File: src/logic/riscv_hzrd_pkg.sv
package riscv_hzrd_pkg;

  // per-instruction fields the hazard logic looks at
  // an all-zero word is a bubble
  typedef struct packed {
    logic [4:0] rs1;
    logic [4:0] rs2;
    logic [4:0] rd;
    logic [6:0] opcode;
    logic       regw;
    logic [1:0] resultsrc;
    logic       iscsr;
    logic       mul_en;
    logic       div_en;
  } stage_info_t;

  // stall and flush levels, one per pipeline register
  typedef struct packed {
    logic stallpc;
    logic stallfd;
    logic flushfd;
    logic flushde;
    logic stallde;
    logic stallem;
    logic stallmw;
  } hzrd_ctrl_t;

  // operand mux select in execute
  typedef enum logic [1:0] {
    FWD_NONE = 2'd0,
    FWD_WB   = 2'd1,
    FWD_MEM  = 2'd2,
    FWD_LUI  = 2'd3
  } fwd_sel_t;

  localparam logic [6:0] OPC_LUI = 7'b0110111;

  // resultsrc code for data coming back from memory
  localparam logic [1:0] RES_SRC_LOAD = 2'b10;

endpackage

File: src/logic/riscv_hazardunit.sv
`timescale 1ns/1ps

module riscv_hazardunit (
  input  riscv_hzrd_pkg::stage_info_t i_dec_info,
  input  riscv_hzrd_pkg::stage_info_t i_info_e,
  input  riscv_hzrd_pkg::stage_info_t i_info_m,
  input  riscv_hzrd_pkg::stage_info_t i_info_w,
  input  logic                        i_pcsrc,
  input  logic                        i_dcache_stall,
  input  logic                        i_icache_stall,
  input  logic                        i_muldiv_valid,
  output riscv_hzrd_pkg::fwd_sel_t    o_fwda,
  output riscv_hzrd_pkg::fwd_sel_t    o_fwdb,
  output riscv_hzrd_pkg::hzrd_ctrl_t  o_ctrl,
  output logic                        o_passwb
);

  import riscv_hzrd_pkg::*;

  logic m_stall;
  logic glob_stall;
  logic rs1_hit_d;
  logic rs2_hit_d;
  logic use_src_e;
  logic use_hzrd_stall;
  logic use_hzrd_flush;

  // lui in memory first, then memory alu result, then writeback
  function automatic fwd_sel_t fwd_select(
    input logic [4:0]  rs,
    input stage_info_t mem,
    input stage_info_t wb
  );
    logic mem_hit;
    logic wb_hit;
    mem_hit = (rs == mem.rd) && mem.regw && (mem.rd != 5'd0);
    wb_hit  = (rs == wb.rd) && wb.regw && (wb.rd != 5'd0);
    if (mem_hit && (mem.opcode == OPC_LUI))
    begin
      fwd_select = FWD_LUI;
    end
    else if (mem_hit)
    begin
      fwd_select = FWD_MEM;
    end
    else if (wb_hit)
    begin
      fwd_select = FWD_WB;
    end
    else
    begin
      fwd_select = FWD_NONE;
    end
  endfunction

  assign o_fwda = fwd_select(i_info_e.rs1, i_info_m, i_info_w);
  assign o_fwdb = fwd_select(i_info_e.rs2, i_info_m, i_info_w);

  // muldiv still busy in execute
  assign m_stall    = (i_info_e.mul_en || i_info_e.div_en) && !i_muldiv_valid;
  assign glob_stall = i_dcache_stall || i_icache_stall || m_stall;

  assign rs1_hit_d = (i_dec_info.rs1 == i_info_e.rd);
  assign rs2_hit_d = (i_dec_info.rs2 == i_info_e.rd);

  // execute result not ready before memory for a load or a csr read feeding a non-csr
  assign use_src_e = (i_info_e.resultsrc == RES_SRC_LOAD) ||
                     (i_info_e.iscsr && !i_dec_info.iscsr);

  // csr decode ignores rs2 for the stall only
  assign use_hzrd_stall = (rs1_hit_d || (rs2_hit_d && !i_dec_info.iscsr)) && use_src_e;
  assign use_hzrd_flush = (rs1_hit_d || rs2_hit_d) && use_src_e;

  always_comb
  begin
    o_ctrl.stallpc = use_hzrd_stall || glob_stall;
    o_ctrl.stallfd = use_hzrd_stall || glob_stall;
    o_ctrl.stallde = glob_stall;
    o_ctrl.stallem = glob_stall;
    o_ctrl.stallmw = glob_stall;
    // a frozen pipe must not lose the instruction in decode or fetch
    o_ctrl.flushde = (use_hzrd_flush || i_pcsrc) && !glob_stall;
    o_ctrl.flushfd = i_pcsrc && !glob_stall;
  end

  // back-to-back csr ops on the same register
  assign o_passwb = i_info_m.iscsr && i_info_w.iscsr && (i_info_w.rd == i_info_m.rs1);

endmodule

File: src/logic/riscv_stage_tracker.sv
`timescale 1ns/1ps

module riscv_stage_tracker (
  input  logic                        i_clk,
  input  logic                        i_rst_n,
  input  riscv_hzrd_pkg::stage_info_t i_dec_info,
  input  riscv_hzrd_pkg::hzrd_ctrl_t  i_ctrl,
  output riscv_hzrd_pkg::stage_info_t o_info_e,
  output riscv_hzrd_pkg::stage_info_t o_info_m,
  output riscv_hzrd_pkg::stage_info_t o_info_w
);

  // decode to execute
  always_ff @(posedge i_clk)
  begin
    if (!i_rst_n)
    begin
      o_info_e <= '0;
    end
    else if (i_ctrl.stallde)
    begin
      o_info_e <= o_info_e;
    end
    else if (i_ctrl.flushde)
    begin
      // bubble for a use hazard or a taken branch
      o_info_e <= '0;
    end
    else
    begin
      o_info_e <= i_dec_info;
    end
  end

  // execute to memory
  always_ff @(posedge i_clk)
  begin
    if (!i_rst_n)
    begin
      o_info_m <= '0;
    end
    else if (!i_ctrl.stallem)
    begin
      o_info_m <= o_info_e;
    end
  end

  // memory to writeback
  always_ff @(posedge i_clk)
  begin
    if (!i_rst_n)
    begin
      o_info_w <= '0;
    end
    else if (!i_ctrl.stallmw)
    begin
      o_info_w <= o_info_m;
    end
  end

endmodule

File: src/logic/riscv_muldiv_timer.sv
`timescale 1ns/1ps

module riscv_muldiv_timer #(
  parameter int unsigned MUL_LAT = 3,
  parameter int unsigned DIV_LAT = 8
) (
  input  logic                        i_clk,
  input  logic                        i_rst_n,
  input  riscv_hzrd_pkg::stage_info_t i_info_e,
  input  riscv_hzrd_pkg::hzrd_ctrl_t  i_ctrl,
  output logic                        o_muldiv_valid
);

  localparam logic [3:0] MUL_TGT = 4'(MUL_LAT);
  localparam logic [3:0] DIV_TGT = 4'(DIV_LAT);

  logic       muldiv_e;
  logic [3:0] target;
  logic [3:0] cnt;

  assign muldiv_e = i_info_e.mul_en || i_info_e.div_en;

  // divide wins if both enables are set
  assign target = i_info_e.div_en ? DIV_TGT : MUL_TGT;

  assign o_muldiv_valid = muldiv_e && (cnt == target);

  // restart on every execute advance, saturate once done
  always_ff @(posedge i_clk)
  begin
    if (!i_rst_n || !i_ctrl.stallem)
    begin
      cnt <= 4'd0;
    end
    else if (muldiv_e && !o_muldiv_valid)
    begin
      cnt <= cnt + 4'd1;
    end
  end

endmodule

File: src/logic/riscv_pipe_ctrl.sv
`timescale 1ns/1ps

module riscv_pipe_ctrl #(
  parameter int unsigned MUL_LAT = 3,
  parameter int unsigned DIV_LAT = 8
) (
  input  logic                        i_clk,
  input  logic                        i_rst_n,
  input  riscv_hzrd_pkg::stage_info_t i_dec_info,
  input  logic                        i_pcsrc,
  input  logic                        i_dcache_stall,
  input  logic                        i_icache_stall,
  output riscv_hzrd_pkg::fwd_sel_t    o_fwda,
  output riscv_hzrd_pkg::fwd_sel_t    o_fwdb,
  output riscv_hzrd_pkg::hzrd_ctrl_t  o_ctrl,
  output logic                        o_passwb
);

  import riscv_hzrd_pkg::*;

  stage_info_t info_e;
  stage_info_t info_m;
  stage_info_t info_w;
  logic        muldiv_valid;

  riscv_hazardunit u_hazardunit (
    .i_dec_info     (i_dec_info),
    .i_info_e       (info_e),
    .i_info_m       (info_m),
    .i_info_w       (info_w),
    .i_pcsrc        (i_pcsrc),
    .i_dcache_stall (i_dcache_stall),
    .i_icache_stall (i_icache_stall),
    .i_muldiv_valid (muldiv_valid),
    .o_fwda         (o_fwda),
    .o_fwdb         (o_fwdb),
    .o_ctrl         (o_ctrl),
    .o_passwb       (o_passwb)
  );

  riscv_stage_tracker u_stage_tracker (
    .i_clk      (i_clk),
    .i_rst_n    (i_rst_n),
    .i_dec_info (i_dec_info),
    .i_ctrl     (o_ctrl),
    .o_info_e   (info_e),
    .o_info_m   (info_m),
    .o_info_w   (info_w)
  );

  riscv_muldiv_timer #(
    .MUL_LAT (MUL_LAT),
    .DIV_LAT (DIV_LAT)
  ) u_muldiv_timer (
    .i_clk          (i_clk),
    .i_rst_n        (i_rst_n),
    .i_info_e       (info_e),
    .i_ctrl         (o_ctrl),
    .o_muldiv_valid (muldiv_valid)
  );

endmodule

File: config.mk
export PLATFORM = sky130hd
export DESIGN_NAME = riscv_pipe_ctrl
export DESIGN_NICKNAME = d
export VERILOG_FILES = /design/src/logic/riscv_hzrd_pkg.sv /design/src/logic/riscv_hazardunit.sv /design/src/logic/riscv_stage_tracker.sv /design/src/logic/riscv_muldiv_timer.sv /design/src/logic/riscv_pipe_ctrl.sv
export SDC_FILE = /design/constraint.sdc
export NUM_CORES = 1
export LEC_CHECK = 0
export BUFFER_PORTS_ARGS = -buffer_cell sky130_fd_sc_hd__buf_4
export CORE_UTILIZATION = 62
export DETAILED_ROUTE_END_ITERATION = 10
export PLACE_DENSITY = 0.85
export SYNTH_ARGS = -nofsm -noshare
export SYNTH_HDL_FRONTEND = slang
export SYNTH_SLANG_ARGS = --single-unit
File: constraint.sdc
create_clock -name i_clk -period 3.2 [get_ports i_clk]
set_input_delay 0.32 -clock i_clk [delete_from_list [all_inputs] [get_ports i_clk]]
set_output_delay 0.32 -clock i_clk [all_outputs]
set_load 0.05 [all_outputs]
; Yosys cells after proc, flatten, opt, wreduce, memory -nomap -nowiden
; Index checks and enable logic that the tools add are counted.
[totals]
memories = 0
latch_bits = 0
output_inout_bits = 12
ramBits = 0
rom_bits = 0
regBits = 58
[op_classes]
bitwise_logic = 0
multipliers = 0
n_reduce_logical = 35
shifts = 0
n_mux = 8
n_eq_ne = 10
div_mod_pow = 0
order_cmp = 0
n_addsub = 1
[op_table]
columns = operator, count
row1 = 5-bit equality test, 7
row2 = 28-bit 2-to-1 mux, 1
row3 = 1-bit logical AND, 20
row4 = 5-bit nonzero test, 2
row5 = 1-bit logical OR, 9
row6 = 2-bit 2-to-1 mux, 4
row7 = "7-bit by 6-bit equality test with 1-bit output, second input constant", 1
row8 = "4-bit by 1-bit adder with 4-bit output, second input constant", 1
row9 = 4-bit equality test, 1
row10 = 1-bit logical NOT, 4
row11 = 4-bit 2-to-1 mux, 1
row12 = "2-bit equality test, second input constant", 1
row13 = 1-bit 2-to-1 mux, 2

; Depth between registers and ports, before layout
; Gate-level depths: netlist (run 1).
[depth]
word_depth = 9
mapped_depth = 8
depth_no_buf = 5

; By module
; Synthesis (run 1) repeated with hierarchy kept, for this count alone.
[hier_totals]
cells_unflattened = 413
hier_area_um2 = 4112.7
[by_module_without_submodules]
columns = mod, cells_each, instances, area_per_inst_um2
row1 = riscv_stage_tracker, 304, 1, 3231.8
row2 = riscv_hazardunit, 76, 1, 555.5
row3 = riscv_muldiv_timer, 33, 1, 325.3

; Worst setup path after synthesis (run 1)
; OpenSTA, ideal clock, no wires.
[synth_path]
kind = flip-flop to output port
startpoint = register u_stage_tracker.o_info_m[13] in the netlist's numbering
endpoint = output port o_fwda[0]
t_required_ns = 2.880
path_stages_with_launch = 5
arrival_time_ns = 2.840
slack_ns = 0.040
path_buffers = 0
path_cell_list = dfxtp_1 > or4_1 > o21ai_0 > nor4_1 > mux2_2
[synth_between]
elab_chain_len = 5
elab_cells_between_ends = 7
classes_between = eq/ne (1) / mux (2) / reduce/logical (4)
[synth_lines]
columns = item, line_no
row1 = start: declaration, riscv_stage_tracker.sv:9  ; output riscv_hzrd_pkg::stage_info_t o_info_m,
row2 = start signal: assignment, riscv_stage_tracker.sv:44  ; o_info_m <= o_info_e;
row3 = 5-bit equality test, riscv_hazardunit.sv:36  ; mem_hit = (rs == mem.rd) && mem.regw && (mem.rd != 5'd0);
row4 = 1-bit logical AND, riscv_hazardunit.sv:36
row5 = 1-bit logical AND *, riscv_hazardunit.sv:36
row6 = 2-bit 2-to-1 mux or 1-bit logical AND (tied branches), "riscv_hazardunit.sv:42, riscv_hazardunit.sv:38"
row7 = 2-bit 2-to-1 mux *, riscv_hazardunit.sv:38  ; if (mem_hit && (mem.opcode == OPC_LUI))
row8 = end: declaration, riscv_pipe_ctrl.sv:13  ; output riscv_hzrd_pkg::fwd_sel_t o_fwda,
; Mark *: on every way between the ends. The rest lies on a longest branch, timed or not.

==> results of run 1 <==
==> final cells by class <==
cell class                 instances  area [um^2]
multi-input combinational        257         1890
tap                               67         83.8
timing repair buffer              48          360
clock buffer                      11          141
inverter                           2         7.51
sequential                        58         1160
clock inverter                     5          125
fill                             369         1110
==> metrics by stage <==
| stage | instances | total power [mW] | instance area [um^2] | hold slack, ns |
|---|---|---|---|---|
| final | 448 | 1.86 | 3770 | 0.259 |
| after global routing | 448 | 1.92 | 3770 | 0.256 |
| after CTS | 448 | 1.86 | 3770 | 0.256 |
| after detailed placement | 432 | 0.960 | 3500 | 0.463 |
| after global placement | 432 | 0.956 | 3500 | 0.455 |
| after floorplan | 354 | 0.902 | 3240 | 0.443 |
==> power groups by stage <==
stage | combinational [mW] | sequential (mW) | clock (mW)
floorplan | 0.137 | 0.764 | 0
global route | 0.205 | 0.757 | 0.954
CTS | 0.190 | 0.755 | 0.915
detailed placement | 0.189 | 0.771 | 0
finish | 0.191 | 0.755 | 0.912
global placement | 0.186 | 0.770 | 0
==> worst register-to-register path, delay by kind of cell, from the launching register on <==
family | cells | cell delay, ns
AO/OA/AOI/OAI | 3 | 0.94
flip-flops | 1 | 0.43
AND/OR/NAND/NOR | 1 | 0.60
==> Yosys cell counts (2+ instances only) <==
library cell | count | area (um^2)
dfxtp_1 | 58 | 1160
nand3_1 | 36 | 180
a21oi_1 | 30 | 150
nand3b_1 | 29 | 218
nand4_1 | 28 | 175
o31ai_2 | 28 | 350
xnor2_1 | 27 | 236
clkbuf_1 | 19 | 71.3
o21ai_0 | 15 | 75.1
o21ai_1 | 13 | 65.1
xor2_1 | 9 | 78.8
buf_4 | 7 | 52.6
buf_1 | 5 | 18.8
buf_6 | 5 | 56.3
nor4_1 | 4 | 25.0
nand2_1 | 3 | 11.3
nor2_1 | 3 | 11.3
nor3_1 | 3 | 15.0
or4_1 | 3 | 22.5
and4bb_2 | 2 | 25.0
mux2_2 | 2 | 22.5
nor2b_1 | 2 | 12.5
o221ai_1 | 2 | 17.5
o32ai_1 | 2 | 17.5
or3_1 | 2 | 12.5
or4bb_1 | 2 | 22.5
==> routing by layer <==
layer	vias up	track usage (%)
met5	-	0
met4	0	7.34
met3	12	7.05
met2	136	46.7
met1	1364	40.6
li1	1369	-
==> worst paths after layout <==
check | startpoint | endpoint | slack [ns] | cells past startpoint
min | i_dec_info[1] | u_stage_tracker.o_info_e[1]$_SDFFE_PN0N_ | 0.26 | 3
min reg2reg | u_stage_tracker.o_info_m[12]$_SDFFE_PN0N_ | u_stage_tracker.o_info_m[12]$_SDFFE_PN0N_ | 0.47 | 2
max reg2reg | u_stage_tracker.o_info_e[0]$_SDFFE_PN0N_ | u_stage_tracker.o_info_w[5]$_SDFFE_PN0N_ | 1.15 | 4
max | u_muldiv_timer.cnt[1]$_SDFFE_PP0P_ | o_ctrl[5] | 0.59 | 6
==> cells by family (layout without fill, tap and decap cells) <==
family / after synthesis / count (layout)
AND/OR/NAND/NOR: 123 / 123
AO/OA/AOI/OAI: 95 / 95
flip-flops: 58 / 58
buffers and inverters: 39 / 66
XOR/XNOR: 36 / 36
multiplexers: 2 / 2
adder cells (fa/ha/maj): 1 / 1
==> registers in the layout, summed over array words and instances (netlist names) <==
register and cells:
u_stage_tracker.o_info_e 28, u_stage_tracker.o_info_w 7, u_stage_tracker.o_info_m 19, u_muldiv_timer.cnt 4
==> results.py, run 1 <==
metrics = {
    "grt": {
        "grt_overflow_total": 0,
        "grt_max_degree": 58,
        "grt_pass1_wl_mm": 12.3,
        "track_usage_pct": 29.4,
        "grt_antenna_before_repair": 0,
        "grt_pass1_vias": 2532,
    },
    "pwr": {
        "ir_worst_vdd_mv": 0.269,
        "p_int_mw": 1.43,
        "p_leak_nw": 1.32,
        "sw_frac_of_total_pct": 23.0,
        "p_seq_share_pct": 40.6,
        "combPwrFrac_pct": 10.3,
        "p_switching_uw": 428,
        "power_density_nw_per_um2": 493,
        "power_frac_clock_pct": 49.1,
    },
    "drt": {
        "via_count": 2881,
        "wl_per_cell_um": 17.1,
        "drcViolationCount": 0,
        "dr_wl_met2_mm": 3.69,
        "routed.top_layer": "met4",
        "met3_length_um": 567,
        "viasPerCell": 6.43,
        "antenna_left": 0,
        "postRouteWirelength_mm": 7.65,
        "met1_length_mm": 3.30,
        "dr.pass1.iters": 5,
        "drt_first_iter_violations": 368,
    },
    "sta": {
        "drv_slew": 0,
        "setup_viol": 0,
        "fin_skew_ns": 0.0104,
        "fmax_mhz": 383,
        "setup_tns_ns": 0,
        "min_period_ns": 2.61,
        "timing.final.ws_setup_ns": 0.592,
        "relSlewSlack_pct": 39.2,
        "post-route-period-util_pct": 81.5,
        "rsz0062_at_grt": "false",
        "tightest_slew_ns": 0.911,
        "finalHoldViolCount": 0,
    },
    "logic_synthesis": {
        "synth-simple-area-share_pct": 24.1,
        "synth_xor_xnor_area_share_pct": 9.74,
        "ys_seq_elements": 58,
        "yosysWarnings": 0,
        "yosys.area_share.adder_pct": 0.386,
        "yosys.cell_types.count": 41,
        "synth_ff_type": "dfxtp_1",
        "muxShareOfSynthArea_pct": 0.696,
        "syn_area_um2": 3240,
        "syn_avg_cell_area_um2": 9.15,
        "synth.net_count": 388,
        "synth-async-reset-ratio_pct": 0,
        "synth_top_family_by_area": "simple AND/OR/NAND/NOR gates",
        "synth_compound_area_share_pct": 22.6,
        "synth_edf_count": 0,
        "seq_area_frac_synth_pct": 35.9,
        "synth_cells": 354,
    },
    "floorplanning": {
        "coreArea_um2": 4880,
        "dieWidth_um": 74.3,
        "row_count": 25,
        "die_height_um": 74.3,
        "die_area_um2": 5520,
        "initial_core_util_pct": 66.4,
        "io_pins": 45,
    },
    "setup_path": {
        "path_buf_inv": 2,
        "critPathArrivalTime_ns": 2.29,
        "crit_path_end_kind": "primary output",
        "crit_path_top_delay_cell": "inv_2",
        "crit_chain": "and4bb_2 > o21ai_4 > nand2_4 > inv_2 > a21o_1 > buf_4",
        "path_max_fanout": 32,
        "cp_top_family": "buffers and inverters",
        "required_ns": 2.88,
        "worstSetupPathType": "reg -> out",
        "start_kind": "flop",
        "cp_slowest_stage_delay_ns": 0.58,
    },
    "cts": {
        "cts_tree": "yes",
        "cts_buffers": 9,
        "root_buffer": "clkbuf_8",
        "cts.sinks": 58,
        "cts_setup_buffers": 0,
        "cts_resized": 0,
        "cts.clk_slew.worst_paths_ns": 0.07,
        "clockBufferDepth": 2,
        "cts_hold_buf": 0,
        "clock_latency_ns": 0.35,
        "htree_levels": 3,
    },
    "final_layout": {
        "syn2layout_area_growth_pct": 16.4,
        "final_common_cell": "dfxtp_1",
        "drive_gt1_share_pct": 27.0,
        "post-route-util_pct": 77.2,
        "antenna_cells": 0,
        "layout_common_cells": "dfxtp_1 (58), buf_4 (48), nand3_1 (36)",
        "nNetsFinal": 410,
    },
    "hold_path": {
        "worstHoldPathType": "in -> reg",
    },
    "placed_design": {
        "hpwl_mm": 4.88,
        "pre_cts_ws_ns": 0.982,
        "gp_congestion": 0.851,
        "port_buffers": 44,
    },
    "run": {
        "cap_viol_max_count": 0,
    },
    "outcome": {
        "outcome": "finished clean",
    },
}
No activity file was read; power rests on OpenSTA's default activity.
==> inputs of run 2 (changes only) <==
CORE_UTILIZATION = 57   (was 62)
PLACE_DENSITY = 0.79   (was 0.85)
clock period = 2.5 ns   (was 3.2 ns; I/O delays follow)
==> results.py, run 2 (same netlist as run 1, synthesis figures left out) <==
metrics = {
    "outcome": {
        "outcome": "finished clean",
    },
    "grt": {
        "track_usage_pct": 27.5,
        "grt_overflow_total": 0,
        "grt_max_degree": 55,
        "grt_pass1_vias": 2664,
        "grt_pass1_wl_mm": 12.9,
        "grt_antenna_before_repair": 0,
    },
    "floorplanning": {
        "row_count": 27,
        "initial_core_util_pct": 58.8,
        "coreArea_um2": 5510,
        "die_area_um2": 5990,
        "dieWidth_um": 77.4,
        "die_height_um": 77.4,
        "io_pins": 45,
    },
    "drt": {
        "wl_per_cell_um": 16.7,
        "viasPerCell": 6.16,
        "antenna_left": 0,
        "drcViolationCount": 0,
        "via_count": 2807,
        "postRouteWirelength_mm": 7.64,
        "dr.pass1.iters": 5,
        "drt_first_iter_violations": 178,
    },
    "placed_design": {
        "dpl-instance-area_um2": 3540,
        "hpwl_mm": 5.08,
        "gp_congestion": 0.809,
        "port_buffers": 44,
        "dp.cells": 441,
    },
    "sta": {
        "fmax_mhz": 424,
        "post-route-period-util_pct": 94.3,
        "rsz0062_at_grt": "true",
        "tightest_slew_ns": 0.933,
        "holdWs_ns": 0.194,
        "drv_slew": 0,
        "min_period_ns": 2.36,
        "finalHoldViolCount": 0,
        "setup_viol": 0,
        "fin_skew_ns": 0.0149,
        "setup_tns_ns": 0,
        "relSlewSlack_pct": 37.8,
    },
    "final_layout": {
        "largestRegisters": "u_stage_tracker.o_info_e (28), u_stage_tracker.o_info_m (19), u_stage_tracker.o_info_w (7)",
        "post-route-util_pct": 67.3,
        "antenna_cells": 0,
        "regMostFlops": "u_stage_tracker.o_info_e",
        "largest_reg_flops": 28,
        "final_common_cell": "dfxtp_1",
        "syn2layout_area_growth_pct": 14.5,
        "nNetsFinal": 414,
        "layout_common_cells": "dfxtp_1 (58), buf_4 (52), nand3_1 (36)",
        "fill_cells": 482,
        "design_area_um2": 3710,
        "instances_no_fill": 456,
        "drive_gt1_share_pct": 27.9,
    },
    "pwr": {
        "ir_worst_vdd_mv": 0.288,
        "power_density_nw_per_um2": 530,
        "p_leak_nw": 1.30,
    },
    "setup_path": {
        "crit_path_end_kind": "primary output",
        "reg2reg_from": "u_stage_tracker.o_info_e[0]$_SDFFE_PN0N_",
        "path_max_fanout": 5,
        "r2r-end": "u_stage_tracker.o_info_m[10]$_SDFFE_PN0N_",
        "critPathArrivalTime_ns": 2.11,
        "worstSetupPathType": "reg -> out",
        "reg2reg_depth": 5,
        "start_kind": "flop",
        "reg2reg_slack_ns": 0.44,
        "required_ns": 2.25,
    },
    "cts": {
        "cts_setup_buffers": 0,
        "root_buffer": "clkbuf_8",
        "cts_tree": "yes",
        "cts.clk_slew.worst_paths_ns": 0.07,
        "cts.sinks": 58,
        "htree_levels": 3,
        "clock_latency_ns": 0.34,
        "cts_buffers": 9,
        "clockBufferDepth": 2,
        "cts_resized": 0,
        "cts_hold_buf": 0,
    },
    "hold_path": {
        "whs_path_depth": 3,
        "min_delay_worst_endpoint": "u_stage_tracker.o_info_e[16]$_SDFFE_PN0N_",
        "min_from": "i_dec_info[16]",
        "worstHoldPathType": "in -> reg",
    },
    "run": {
        "cap_viol_max_count": 0,
    },
}
==> run 2: per-layer routing <==
layer  routed length, um  track usage, %  vias to the layer above
met2                3640            42.4                       78
met4                  59            9.62                        0
met3                 441            6.12                        6
li1                    -               -                     1376
met1                3500            37.7                     1347
met5                   0               0                        -
==> run 2: report_power, final <==
group / switching [mW] / internal, mW / leakage [nW]
clock network: 0.371 / 0.377 / 0.0879
registers: 0.0230 / 0.944 / 0.469
logic: 0.147 / 0.102 / 0.741
==> run 2: worst max path at each step <==
stage	from	end	slack (ns)	cells after the start
2_1_floorplan	u_stage_tracker.o_info_m[13]$_SDFFE_PN0N_	o_fwda[0]	-0.59	4
3_3_place_gp	u_muldiv_timer.cnt[1]$_SDFFE_PP0P_	u_stage_tracker.o_info_m[10]$_SDFFE_PN0N_	0.55	5
3_5_place_dp	u_muldiv_timer.cnt[1]$_SDFFE_PP0P_	u_stage_tracker.o_info_m[10]$_SDFFE_PN0N_	0.50	5
4_1_cts	u_stage_tracker.o_info_m[17]$_SDFFE_PN0N_	o_fwdb[0]	0.19	5
5_1_grt	u_stage_tracker.o_info_m[17]$_SDFFE_PN0N_	o_fwdb[0]	-0.01	5
6_report	u_stage_tracker.o_info_m[17]$_SDFFE_PN0N_	o_fwdb[0]	0.14	5
==> run 2: final cells by class <==
type	count	area, um^2	share of cell area [%]
clock buffer	10	138	3.71
clock inverter	5	31.3	0.844
inverter	2	7.51	0.202
multi-input combinational	257	1890	51.0
sequential	58	1160	31.3
tap	72	90.1	2.43
timing repair buffer	52	390	10.5
==> run 2: through the flow <==
stage | setup WS, ns | total power, mW
final | 0.143 | 1.96
after global routing | -0.0120 | 2.04
after CTS | 0.194 | 1.97
after detailed placement | 0.501 | 1.23
after global placement | 0.553 | 1.23
after floorplan | -0.590 | 1.15
==> run 2: critical path, cell delays in order, from the launching register on <==
cell	delay, ns
dfxtp_1	0.44
or4_1	0.15
o21ai_0	0.09
nor4_1	0.51
mux2_2	0.40
buf_4	0.19
